$ cat config.mk
export PLATFORM = sky130hd
export DESIGN_NAME = ros2_eth_tx
export DESIGN_NICKNAME = d
export VERILOG_FILES = /design/src/rtl/ros2_eth_pkg.sv /design/src/rtl/byte_stream_if.sv /design/src/rtl/app_data_arbiter.sv /design/src/rtl/app_data_serializer.sv /design/src/rtl/ip_tx_framer.sv /design/src/rtl/ros2_eth_tx.sv /design/src/rtl/tx_byte_fifo.sv
export VERILOG_INCLUDE_DIRS = /design/src /design/src/rtl
export SDC_FILE = /design/constraint.sdc
export NUM_CORES = 1
export LEC_CHECK = 0
export BUFFER_PORTS_ARGS = -buffer_cell sky130_fd_sc_hd__buf_2
export CORE_AREA = 2 2 221 223
export CTS_CLUSTER_SIZE = 30
export DETAILED_ROUTE_END_ITERATION = 8
export DIE_AREA = 0 0 223 225
export PLACE_DENSITY = 0.64
export SLEW_MARGIN = 40
export SYNTH_ARGS = -nofsm -noshare
export SYNTH_HDL_FRONTEND = slang
export SYNTH_SLANG_ARGS = --single-unit
$ cat constraint.sdc
create_clock -name clk -period 13.93 [get_ports clk]
set_input_delay 2.0895 -clock clk [delete_from_list [all_inputs] [get_ports clk]]
set_output_delay 2.0895 -clock clk [all_outputs]
set_load 0.005 [all_outputs]
$ cat src/rtl/ros2_eth_macros.svh
`ifndef ROS2_ETH_MACROS_SVH
`define ROS2_ETH_MACROS_SVH

// Application data buffer size in bytes.
`define APP_DATA_MAX_LEN 16

// Transmit byte queue depth.
// Must be a power of two.
`define TX_FIFO_DEPTH 32

// IPv4 header without options.
`define IP_HDR_LEN 20

`endif

$ cat src/rtl/ros2_eth_pkg.sv
`include "ros2_eth_macros.svh"

package ros2_eth_pkg;

  typedef logic [7:0] byte_t;
  typedef logic [31:0] ip_addr_t;
  typedef logic [7:0] app_len_t;
  typedef logic [15:0] ip_len_t;

  // Byte 0 sits in the lowest 8 bits.
  typedef logic [`APP_DATA_MAX_LEN*8-1:0] app_data_t;

  // One-hot owner encoding of the application buffer.
  typedef enum logic [1:0] {
    GRANT_NONE = 2'b00,
    GRANT_IP   = 2'b01,
    GRANT_CPU  = 2'b10
  } grant_e;

  typedef struct packed {
    ip_addr_t dest_ip;
    ip_addr_t source_ip;
    ip_len_t  length;     // Total length incl. IP header.
  } tx_ip_hdr_t;

endpackage

$ cat src/rtl/byte_stream_if.sv
`timescale 1ns/1ps

interface byte_stream_if;

  ros2_eth_pkg::byte_t wr_data;
  logic                wr_en;
  logic                full;
  ros2_eth_pkg::byte_t rd_data;   // Head of queue, valid while !empty.
  logic                empty;
  logic                rd_en;

  modport producer (
    output wr_data,
    output wr_en,
    input  full
  );

  modport buffer (
    input  wr_data,
    input  wr_en,
    output full,
    output rd_data,
    output empty,
    input  rd_en
  );

  modport consumer (
    input  rd_data,
    input  empty,
    output rd_en
  );

endinterface

$ cat src/rtl/app_data_arbiter.sv
`timescale 1ns/1ps

module app_data_arbiter (
  input  logic clk,
  input  logic rst_n,
  input  logic i_enable,
  input  logic i_ip_req,
  input  logic i_ip_rel,
  input  logic i_cpu_req,
  input  logic i_cpu_rel,
  output logic o_ip_grant,
  output logic o_cpu_grant
);

  ros2_eth_pkg::grant_e grant;

  always_ff @(posedge clk or negedge rst_n) begin
    if (!rst_n) begin
      grant <= ros2_eth_pkg::GRANT_NONE;
    end else begin
      case (grant)
        ros2_eth_pkg::GRANT_NONE: begin
          if (i_ip_req) begin
            grant <= ros2_eth_pkg::GRANT_IP;   // IP wins a tie.
          end else if (i_cpu_req) begin
            grant <= ros2_eth_pkg::GRANT_CPU;
          end
        end
        ros2_eth_pkg::GRANT_IP: begin
          if (i_ip_rel) grant <= ros2_eth_pkg::GRANT_NONE;
        end
        ros2_eth_pkg::GRANT_CPU: begin
          if (i_cpu_rel) grant <= ros2_eth_pkg::GRANT_NONE;
        end
        default: grant <= ros2_eth_pkg::GRANT_NONE;
      endcase
    end
  end

  // Owner keeps the state while disabled, only the outputs drop.
  assign o_ip_grant  = i_enable & grant[0];
  assign o_cpu_grant = i_enable & grant[1];

endmodule

$ cat src/rtl/app_data_serializer.sv
`timescale 1ns/1ps

module app_data_serializer (
  input  logic                    clk,
  input  logic                    rst_n,
  input  logic                    i_pub_trigger,
  input  ros2_eth_pkg::ip_addr_t  i_dest_ip,
  input  ros2_eth_pkg::app_data_t i_app_data,
  input  ros2_eth_pkg::app_len_t  i_app_data_len,
  input  logic                    i_grant,
  output logic                    o_req,
  output logic                    o_rel,
  output logic                    o_pub_busy,
  byte_stream_if.producer         bus
);

  typedef enum logic [2:0] {
    S_IDLE,
    S_REQ,
    S_HDR,
    S_PAY,
    S_REL
  } state_e;

  state_e                  state;
  ros2_eth_pkg::app_len_t  idx;
  ros2_eth_pkg::ip_addr_t  dest_q;
  ros2_eth_pkg::app_data_t data_q;
  ros2_eth_pkg::app_len_t  len_q;
  logic                    accept;

  // The release cycle is already idle for a new trigger.
  assign accept = (state == S_IDLE || state == S_REL) && i_pub_trigger &&
                  (i_app_data_len != '0);

  assign o_req      = state == S_REQ;
  assign o_rel      = state == S_REL;
  assign o_pub_busy = state inside {S_REQ, S_HDR, S_PAY};

  assign bus.wr_en = (state == S_HDR || state == S_PAY) && !bus.full;

  always_comb begin
    if (state == S_PAY) begin
      bus.wr_data = data_q[8*idx +: 8];
    end else if (idx == 8'd4) begin
      bus.wr_data = len_q;
    end else begin
      bus.wr_data = dest_q[8*(3 - idx[1:0]) +: 8];   // MSB first.
    end
  end

  always_ff @(posedge clk or negedge rst_n) begin
    if (!rst_n) begin
      state <= S_IDLE;
      idx   <= '0;
    end else begin
      case (state)
        S_IDLE, S_REL: begin
          state <= accept ? S_REQ : S_IDLE;
        end
        S_REQ: begin
          if (i_grant) begin
            state <= S_HDR;
            idx   <= '0;
          end
        end
        S_HDR: begin
          if (bus.wr_en) begin
            if (idx == 8'd4) begin
              idx   <= '0;
              state <= S_PAY;
            end else begin
              idx <= idx + 8'd1;
            end
          end
        end
        S_PAY: begin
          if (bus.wr_en) begin
            if (idx == len_q - 8'd1) state <= S_REL;
            else idx <= idx + 8'd1;
          end
        end
        default: state <= S_IDLE;
      endcase
    end
  end

  // Message captured on the first granted cycle.
  always_ff @(posedge clk) begin
    if (state == S_REQ && i_grant) begin
      dest_q <= i_dest_ip;
      data_q <= i_app_data;
      len_q  <= i_app_data_len;
    end
  end

endmodule

$ cat src/rtl/ip_tx_framer.sv
`timescale 1ns/1ps
`include "ros2_eth_macros.svh"

module ip_tx_framer (
  input  logic                     clk,
  input  logic                     rst_n,
  input  logic                     i_enable,
  input  ros2_eth_pkg::ip_addr_t   i_local_ip,
  byte_stream_if.consumer          bus,
  output logic                     o_ip_hdr_valid,
  input  logic                     i_ip_hdr_ready,
  output ros2_eth_pkg::tx_ip_hdr_t o_ip_hdr,
  output logic                     o_pay_tvalid,
  input  logic                     i_pay_tready,
  output logic                     o_pay_tlast,
  output ros2_eth_pkg::byte_t      o_pay_tdata
);

  typedef enum logic [1:0] {
    F_HDR,
    F_HVLD,
    F_PAY
  } state_e;

  state_e                   state;
  logic [2:0]               hdr_idx;
  ros2_eth_pkg::app_len_t   pay_cnt;
  ros2_eth_pkg::tx_ip_hdr_t hdr_q;
  logic                     pop;

  // A new frame only starts while enabled.
  always_comb begin
    case (state)
      F_HDR:   pop = !bus.empty && (hdr_idx != 3'd0 || i_enable);
      F_PAY:   pop = !bus.empty && i_pay_tready;
      default: pop = 1'b0;
    endcase
  end

  assign bus.rd_en = pop;

  assign o_ip_hdr_valid = state == F_HVLD;
  assign o_ip_hdr       = hdr_q;

  // Payload goes straight from the queue head.
  assign o_pay_tvalid = (state == F_PAY) && !bus.empty;
  assign o_pay_tdata  = bus.rd_data;
  assign o_pay_tlast  = o_pay_tvalid && (pay_cnt == 8'd1);

  always_ff @(posedge clk or negedge rst_n) begin
    if (!rst_n) begin
      state   <= F_HDR;
      hdr_idx <= '0;
      pay_cnt <= '0;
    end else begin
      case (state)
        F_HDR: begin
          if (pop) begin
            if (hdr_idx == 3'd4) begin
              hdr_idx <= '0;
              pay_cnt <= bus.rd_data;   // Length byte.
              state   <= F_HVLD;
            end else begin
              hdr_idx <= hdr_idx + 3'd1;
            end
          end
        end
        F_HVLD: begin
          if (i_ip_hdr_ready) state <= (pay_cnt == '0) ? F_HDR : F_PAY;
        end
        F_PAY: begin
          if (pop) begin
            pay_cnt <= pay_cnt - 8'd1;
            if (pay_cnt == 8'd1) state <= F_HDR;
          end
        end
        default: state <= F_HDR;
      endcase
    end
  end

  // Header fields are held here until the handshake.
  always_ff @(posedge clk) begin
    if (state == F_HDR && pop) begin
      if (hdr_idx == 3'd4) begin
        hdr_q.source_ip <= i_local_ip;
        hdr_q.length    <= ros2_eth_pkg::ip_len_t'(bus.rd_data) +
                           ros2_eth_pkg::ip_len_t'(`IP_HDR_LEN);
      end else begin
        hdr_q.dest_ip <= {hdr_q.dest_ip[23:0], bus.rd_data};
      end
    end
  end

endmodule

$ cat src/rtl/ros2_eth_tx.sv
`timescale 1ns/1ps

module ros2_eth_tx (
  input  logic                    clk,
  input  logic                    rst_n,
  input  logic                    i_ether_en,
  input  ros2_eth_pkg::ip_addr_t  i_local_ip,
  input  ros2_eth_pkg::ip_addr_t  i_dest_ip,
  input  logic                    i_pub_trigger,
  input  ros2_eth_pkg::app_data_t i_app_data,
  input  ros2_eth_pkg::app_len_t  i_app_data_len,
  input  logic                    i_cpu_req,
  input  logic                    i_cpu_rel,
  output logic                    o_cpu_grant,
  output logic                    o_pub_busy,
  output logic                    o_ip_hdr_valid,
  input  logic                    i_ip_hdr_ready,
  output ros2_eth_pkg::ip_addr_t  o_ip_dest_ip,
  output ros2_eth_pkg::ip_addr_t  o_ip_source_ip,
  output ros2_eth_pkg::ip_len_t   o_ip_length,
  output logic                    o_pay_tvalid,
  input  logic                    i_pay_tready,
  output ros2_eth_pkg::byte_t     o_pay_tdata,
  output logic                    o_pay_tlast
);

  logic                     ip_req;
  logic                     ip_rel;
  logic                     ip_grant;
  ros2_eth_pkg::tx_ip_hdr_t ip_hdr;

  byte_stream_if u_tx_bus ();

  app_data_arbiter u_arbiter (
    .clk         (clk),
    .rst_n       (rst_n),
    .i_enable    (i_ether_en),
    .i_ip_req    (ip_req),
    .i_ip_rel    (ip_rel),
    .i_cpu_req   (i_cpu_req),
    .i_cpu_rel   (i_cpu_rel),
    .o_ip_grant  (ip_grant),
    .o_cpu_grant (o_cpu_grant)
  );

  app_data_serializer u_serializer (
    .clk            (clk),
    .rst_n          (rst_n),
    .i_pub_trigger  (i_pub_trigger),
    .i_dest_ip      (i_dest_ip),
    .i_app_data     (i_app_data),
    .i_app_data_len (i_app_data_len),
    .i_grant        (ip_grant),
    .o_req          (ip_req),
    .o_rel          (ip_rel),
    .o_pub_busy     (o_pub_busy),
    .bus            (u_tx_bus.producer)
  );

  tx_byte_fifo u_tx_fifo (
    .clk   (clk),
    .rst_n (rst_n),
    .bus   (u_tx_bus.buffer)
  );

  ip_tx_framer u_framer (
    .clk            (clk),
    .rst_n          (rst_n),
    .i_enable       (i_ether_en),
    .i_local_ip     (i_local_ip),
    .bus            (u_tx_bus.consumer),
    .o_ip_hdr_valid (o_ip_hdr_valid),
    .i_ip_hdr_ready (i_ip_hdr_ready),
    .o_ip_hdr       (ip_hdr),
    .o_pay_tvalid   (o_pay_tvalid),
    .i_pay_tready   (i_pay_tready),
    .o_pay_tlast    (o_pay_tlast),
    .o_pay_tdata    (o_pay_tdata)
  );

  assign o_ip_dest_ip   = ip_hdr.dest_ip;
  assign o_ip_source_ip = ip_hdr.source_ip;
  assign o_ip_length    = ip_hdr.length;

endmodule

$ cat src/rtl/tx_byte_fifo.sv
`timescale 1ns/1ps
`include "ros2_eth_macros.svh"

module tx_byte_fifo (
  input  logic          clk,
  input  logic          rst_n,
  byte_stream_if.buffer bus
);

  localparam int DEPTH = `TX_FIFO_DEPTH;
  localparam int AW    = $clog2(DEPTH);

  ros2_eth_pkg::byte_t mem [DEPTH];
  logic [AW-1:0]       wr_ptr;
  logic [AW-1:0]       rd_ptr;
  logic [AW:0]         count;
  logic                do_wr;
  logic                do_rd;

  assign do_wr = bus.wr_en && !bus.full;
  assign do_rd = bus.rd_en && !bus.empty;

  assign bus.full    = count == (AW+1)'(DEPTH);
  assign bus.empty   = count == '0;
  assign bus.rd_data = mem[rd_ptr];   // Show-ahead.

  always_ff @(posedge clk) begin
    if (do_wr) mem[wr_ptr] <= bus.wr_data;
  end

  // Pointers wrap naturally.
  always_ff @(posedge clk or negedge rst_n) begin
    if (!rst_n) begin
      wr_ptr <= '0;
      rd_ptr <= '0;
      count  <= '0;
    end else begin
      if (do_wr) wr_ptr <= wr_ptr + 1'b1;
      if (do_rd) rd_ptr <= rd_ptr + 1'b1;
      case ({do_wr, do_rd})
        2'b10:   count <= count + 1'b1;
        2'b01:   count <= count - 1'b1;
        default: count <= count;
      endcase
    end
  end

endmodule

After elaboration in Yosys (flattened, before gate mapping)
Memories as Yosys holds them, arrays and structs flattened.
Cells that the tools add are included.
{"block": "word_totals", "reg_bits": 290, "input_bits": 208, "ramBits": 256, "latchBits": 0, "mem_count": 1, "rom_bits": 0, "output_inout_bits": 93}
{"block": "op_classes", "n_mux": 36, "n_div": 0, "shift": 2, "add_sub_neg": 10, "n_lt_le_gt_ge": 0, "n_eq_ne": 29, "n_reduce_logical": 35, "multipliers": 0, "bitwise": 3}
{"name": "u_tx_fifo.mem", "depth": 32, "width": 8, "rd": 1, "rd_ports_with_merged_regs": 0, "wr": 1, "line": "tx_byte_fifo.sv:13", "source": "ros2_eth_pkg::byte_t mem [DEPTH];"}
{"op": "$shiftx 128x12->8", "count": 1}
{"op": "$mux 8", "count": 10}
{"op": "$shiftx 32x33->8", "count": 1}
{"op": "$pmux 8 s3", "count": 1}
{"op": "$mux 2", "count": 10}
{"op": "$mux 3", "count": 6}
{"op": "$pmux 8 s2", "count": 1}
{"op": "$sub 8x1->8 const B", "count": 2}
{"op": "$reduce_and 5->1", "count": 3}
{"op": "$ne 2x1->1 const B", "count": 7}
{"op": "$ne 2x2->1 const B", "count": 6}
{"op": "$pmux 2 s3", "count": 2}
{"op": "$pmux 3 s4", "count": 1}
{"op": "$pmux 6 s2", "count": 1}
{"op": "$logic_and 1x1->1", "count": 11}
{"op": "$add 5x1->5 const B", "count": 2}
{"op": "$add 8x5->9 const B", "count": 1}
{"op": "$add 8x1->8 const B", "count": 1}
{"op": "$eq 8x1->1 const B", "count": 1}
{"op": "$eq 8x3->1 const B", "count": 1}
{"op": "$eq 8x8->1", "count": 1}
{"op": "$logic_not 8->1", "count": 1}
{"op": "$reduce_bool 8->1", "count": 1}
{"op": "$add 6x1->6 const B", "count": 1}
{"op": "other kinds (25)", "count": 42}

Logic depth before layout (Yosys ltp)
{"block": "depth", "depth_word": 7, "ltp_mapped": 14}

By module
A second synthesis with hierarchy kept.
{"block": "hier_totals", "cells_unflattened": 1149, "hier_area_um2": 21653.3}
{"module": "tx_byte_fifo", "seq_area_each_um2": 8087.8, "instances": 1, "area_each_um2": 10943.0, "cells_per_inst": 563}
{"module": "app_data_serializer", "seq_area_each_um2": 5320.1, "instances": 1, "area_each_um2": 7370.8, "cells_per_inst": 380}
{"module": "ip_tx_framer", "seq_area_each_um2": 2517.4, "instances": 1, "area_each_um2": 3236.9, "cells_per_inst": 196}
{"module": "app_data_arbiter", "seq_area_each_um2": 50.0, "instances": 1, "area_each_um2": 102.6, "cells_per_inst": 10}

Least setup slack after synthesis
Ideal clock, no wire load.
{"block": "synth_path", "path_kind": "in2reg", "from": "in i_ether_en", "to": "reg u_serializer.data_q[0], enable pin", "t_arrival_ns": 13.503, "t_required_ns": 13.027, "setup_slack_ns": -0.475, "path_stages": 2, "setup_ns": 0.903, "path_cell_list": "nand2_1 nor3_1"}
{"block": "synth_between", "elab_chain_len": 2}
{"item": "start, declared", "line": "ros2_eth_tx.sv:6", "source": "input logic i_ether_en,"}
{"item": "$and 1x1->1", "line": "app_data_arbiter.sv:41", "source": "assign o_ip_grant = i_enable & grant[0];"}
{"item": "$logic_and 1x1->1", "line": "app_data_serializer.sv:90", "source": "if (state == S_REQ && i_grant) begin"}
{"item": "end signal, assigned", "line": "app_data_serializer.sv:92", "source": "data_q <= i_app_data;"}
{"item": "end, declared", "line": "app_data_serializer.sv:28", "source": "ros2_eth_pkg::app_data_t data_q;"}
Every way passes these cells.
A chain may end at the register's enable or synchronous reset.

Final worst setup path
{"block": "layout_path", "from": "reg u_tx_fifo.rd_ptr[0]", "to": "out o_pay_tdata[2]"}
{"block": "layout_between", "elab_chain_len": 1}
{"item": "start, declared", "line": "tx_byte_fifo.sv:15", "source": "logic [AW-1:0] rd_ptr;"}
{"item": "start signal, assigned", "line": "tx_byte_fifo.sv:39", "source": "if (do_rd) rd_ptr <= rd_ptr + 1'b1;"}
{"item": "$mem_v2 32x8"}
{"item": "end, declared", "line": "ros2_eth_tx.sv:23", "source": "output ros2_eth_pkg::byte_t o_pay_tdata,"}
Every way passes these cells.

==> metrics <==
Pwr Density approximately 240 mW/mm^2; Core ar. around 0.048 sq mm; total power around 6.0 mW; type of origin of the critical path register; number of flops mapped to enable cells by yosys about 500; Final Setup Violations 0; register area share after synthesis 0.749; Seq. cell area between 0.015 and 0.02 sq mm; H-tree lvl count 2; Fin Clk Skew approximately 0.014 ns; post-CTS setup buffer count 0; async set-or-reset flop fraction in the synthesized netlist 0.0779; total of max-cap violations 0; Post-Syn Area roughly 0.021 sq mm; CP max FO 41; Tcrit/Tclk final 0.427; LEAKAGE slightly above 9 nW; area added between synthesis and finish 19.2%; crit path kind register to output port; synthesized area per cell 19.0 sq um; die extent in x 223 um; synth unique cells 65; input/output buffers slightly below 300; share of cells above drive strength 1 0.380; clk sinks between 500 and 600; initial DRC count around 750; Min Clock Period, post-route 5.94 ns; Synth Area in Compound Gates 0.0384; Fmax 0.168 GHz; Multi-input gate area 0.00515 sq mm; Setup TNS 0 ns; Remaining DRCs 0; Least-Margin Pin Slew a little under 0.9 ns; Die Footprint 0.0502 sq mm; Hold Vio Cnt, Final 0; fin. max-slew vios 0; CTS root buffer clkbuf_16; CP Data Arrival Time between 3 and 4 ns; hold-fix buffers at CTS 0; Seq cells post-synth around 540; most frequent cell after synthesis edfxtp_1; Final Net Count 1673; Warnings, synthesis 0; top_reg_cell synth edfxtp_1; GP Congestion around 0.78; total grt overflow 0; status completed; main combinational cell family by area after synthesis multiplexers; xor and xnor area share after synthesis 0.0111; clk slew on worst S/H paths roughly 0.06 ns; # IOs 301; final WL about 45 mm; Mapped Cells around 1.1k; max_slew headroom 0.414; Max clock buf depth 3; hpwl dp 29.5 mm; RSZ-0062 raised after global routing false; pin count of the biggest net entering global routing about 170; post-synthesis adder-cell area fraction 0.0115; Initial DRT Pass Iterations 5; vias in the first global route 11.6k; Peak VDD IR roughly 0.00011 V; Vias/cell 5.38; largest area contributor in the netlist edfxtp_1; simple-gate area share of the yosys netlist 0.0429; n_diodes 0; HP Class register to register; antenna-violating nets left 0; All-Layer GR Usage 0.181; Worst EP required between 10 and 15 ns; Via Count approximately 11k; first-pass GRT wire length ~70 mm; Die Height 225 um; mux contribution to synthesized area 0.130; CTS buffer count 54; Worst-Skew Late Latency ~0.60 ns; synth top area cells edfxtp_1, mux4_2, dfrtp_1; WL/cell about 21 um; CTS resizes 0; fillers 3700; Initial Utilization 0.449; Post-synth top cells edfxtp_1, mux4_2, nor2_1; row count 80; CP Capture Type output port; Synth top area share 0.699; CTS tree built; initial antenna violation count 4
sequential cells by signal, summed over array words and instances (netlist names):
signal,flops
u_tx_fifo.mem,256
u_serializer.data_q,128
u_framer.o_ip_hdr,73
u_serializer.dest_q,32
u_framer.pay_cnt,8
u_serializer.idx,8
u_serializer.len_q,8
u_tx_fifo.count,6
u_tx_fifo.rd_ptr,5
u_tx_fifo.wr_ptr,5
u_framer.hdr_idx,3
u_serializer.state,3
u_arbiter.grant,2
u_framer.state,2
layer usage:
layer  track usage  wire length [um]  vias up
li1              -                 -     5151
met1         0.241             18700     5669
met2         0.293             21700      434
met3        0.0459              3500       78
met4        0.0578              1090        8
met5             0                53        -
worst max-delay path, stage by stage (launching register included):
cell	delay [ns]
dfrtp_4	0.82
buf_4	0.69
mux4_2	0.57
and2_1	0.18
o32ai_1	0.58
inv_1	0.17
buf_2	0.18
final timing paths:
| kind | startpoint | to | slack, ns | depth (start not counted) |
|---|---|---|---|---|
| max | u_tx_fifo.rd_ptr[0] | o_pay_tdata[2] | 7.99 | 6 |
| min | u_framer.o_ip_hdr[48] | u_framer.o_ip_hdr[56] | 0.44 | 0 |
| max reg2reg | u_tx_fifo.rd_ptr[0] | u_framer.o_ip_hdr[6] | 9.94 | 9 |
| min reg2reg | u_framer.o_ip_hdr[48] | u_framer.o_ip_hdr[56] | 0.44 | 0 |
| max in group asynchronous | rst_n | u_tx_fifo.rd_ptr[0] | 11.96 | 1 |
| min in group asynchronous | rst_n | u_framer.state[0] | 1.50 | 1 |
cell families (layout without fill, tap and decap cells):
kind of cell	after synthesis	count (layout)
simple gates	190	190
fa+ha+maj	19	19
other cells	1	7
flops	539	539
buf+inv	83	447
xor+xnor	27	27
compound gates	117	117
mux	145	145
power by group:
part           switching (mW)  internal [mW]  leakage [nW]
Sequential              0.169           2.43          5.04
Clock                   0.597          0.821         0.863
Combinational            1.21          0.766          3.17
Total                    1.98           4.01          9.08
cell type report:
class | count | area share
sequential | 539 | 0.628
multi-input combinational | 505 | 0.203
clock buffer | 78 | 0.0602
clock inverter | 23 | 0.00831
timing repair buffer | 315 | 0.0659
tap | 615 | 0.0302
inverter | 31 | 0.00457
placed cells by master, fill, tap and decap left out, types with 4 or more instances in the layout:
cell,netlist,routed
a21o_1,6,6
a21oi_1,20,20
a221oi_1,4,4
a22o_1,5,5
a22oi_1,5,5
buf_2,7,293
buf_4,13,18
clkbuf_1,26,16
clkbuf_16,0,55
clkbuf_8,0,7
clkinv_1,0,5
clkinv_2,0,11
conb_1,1,7
dfrtp_1,42,38
edfxtp_1,497,497
ha_1,18,18
inv_1,30,29
mux2_2,11,11
mux2i_1,29,29
mux4_2,105,105
nand2_1,42,42
nand2b_1,5,5
nand3_1,19,19
nand3b_1,5,5
nand4_1,7,7
nor2_1,61,33
nor2_2,0,28
nor3_1,20,17
nor4_1,6,6
o211ai_1,5,5
o21ai_0,37,28
o21ai_2,1,8
o221ai_1,7,7
or3_1,5,5
xnor2_1,22,22
xor2_1,5,5
per-stage QoR:
stage	cells	cell area, sq um	utilization	hold WS [ns]	worst slack (ns)
after floorplan	1127	21400	-	0.422	4.72
after global placement	2002	23600	0.495	0.427	8.45
after detailed placement	2002	23600	0.497	0.429	8.39
after CTS	2103	25400	0.533	0.445	7.73
after global routing	2106	25400	0.535	0.461	7.66
final	2106	25400	0.535	0.442	7.99
Note: power is estimated with default switching activity, not from simulation.
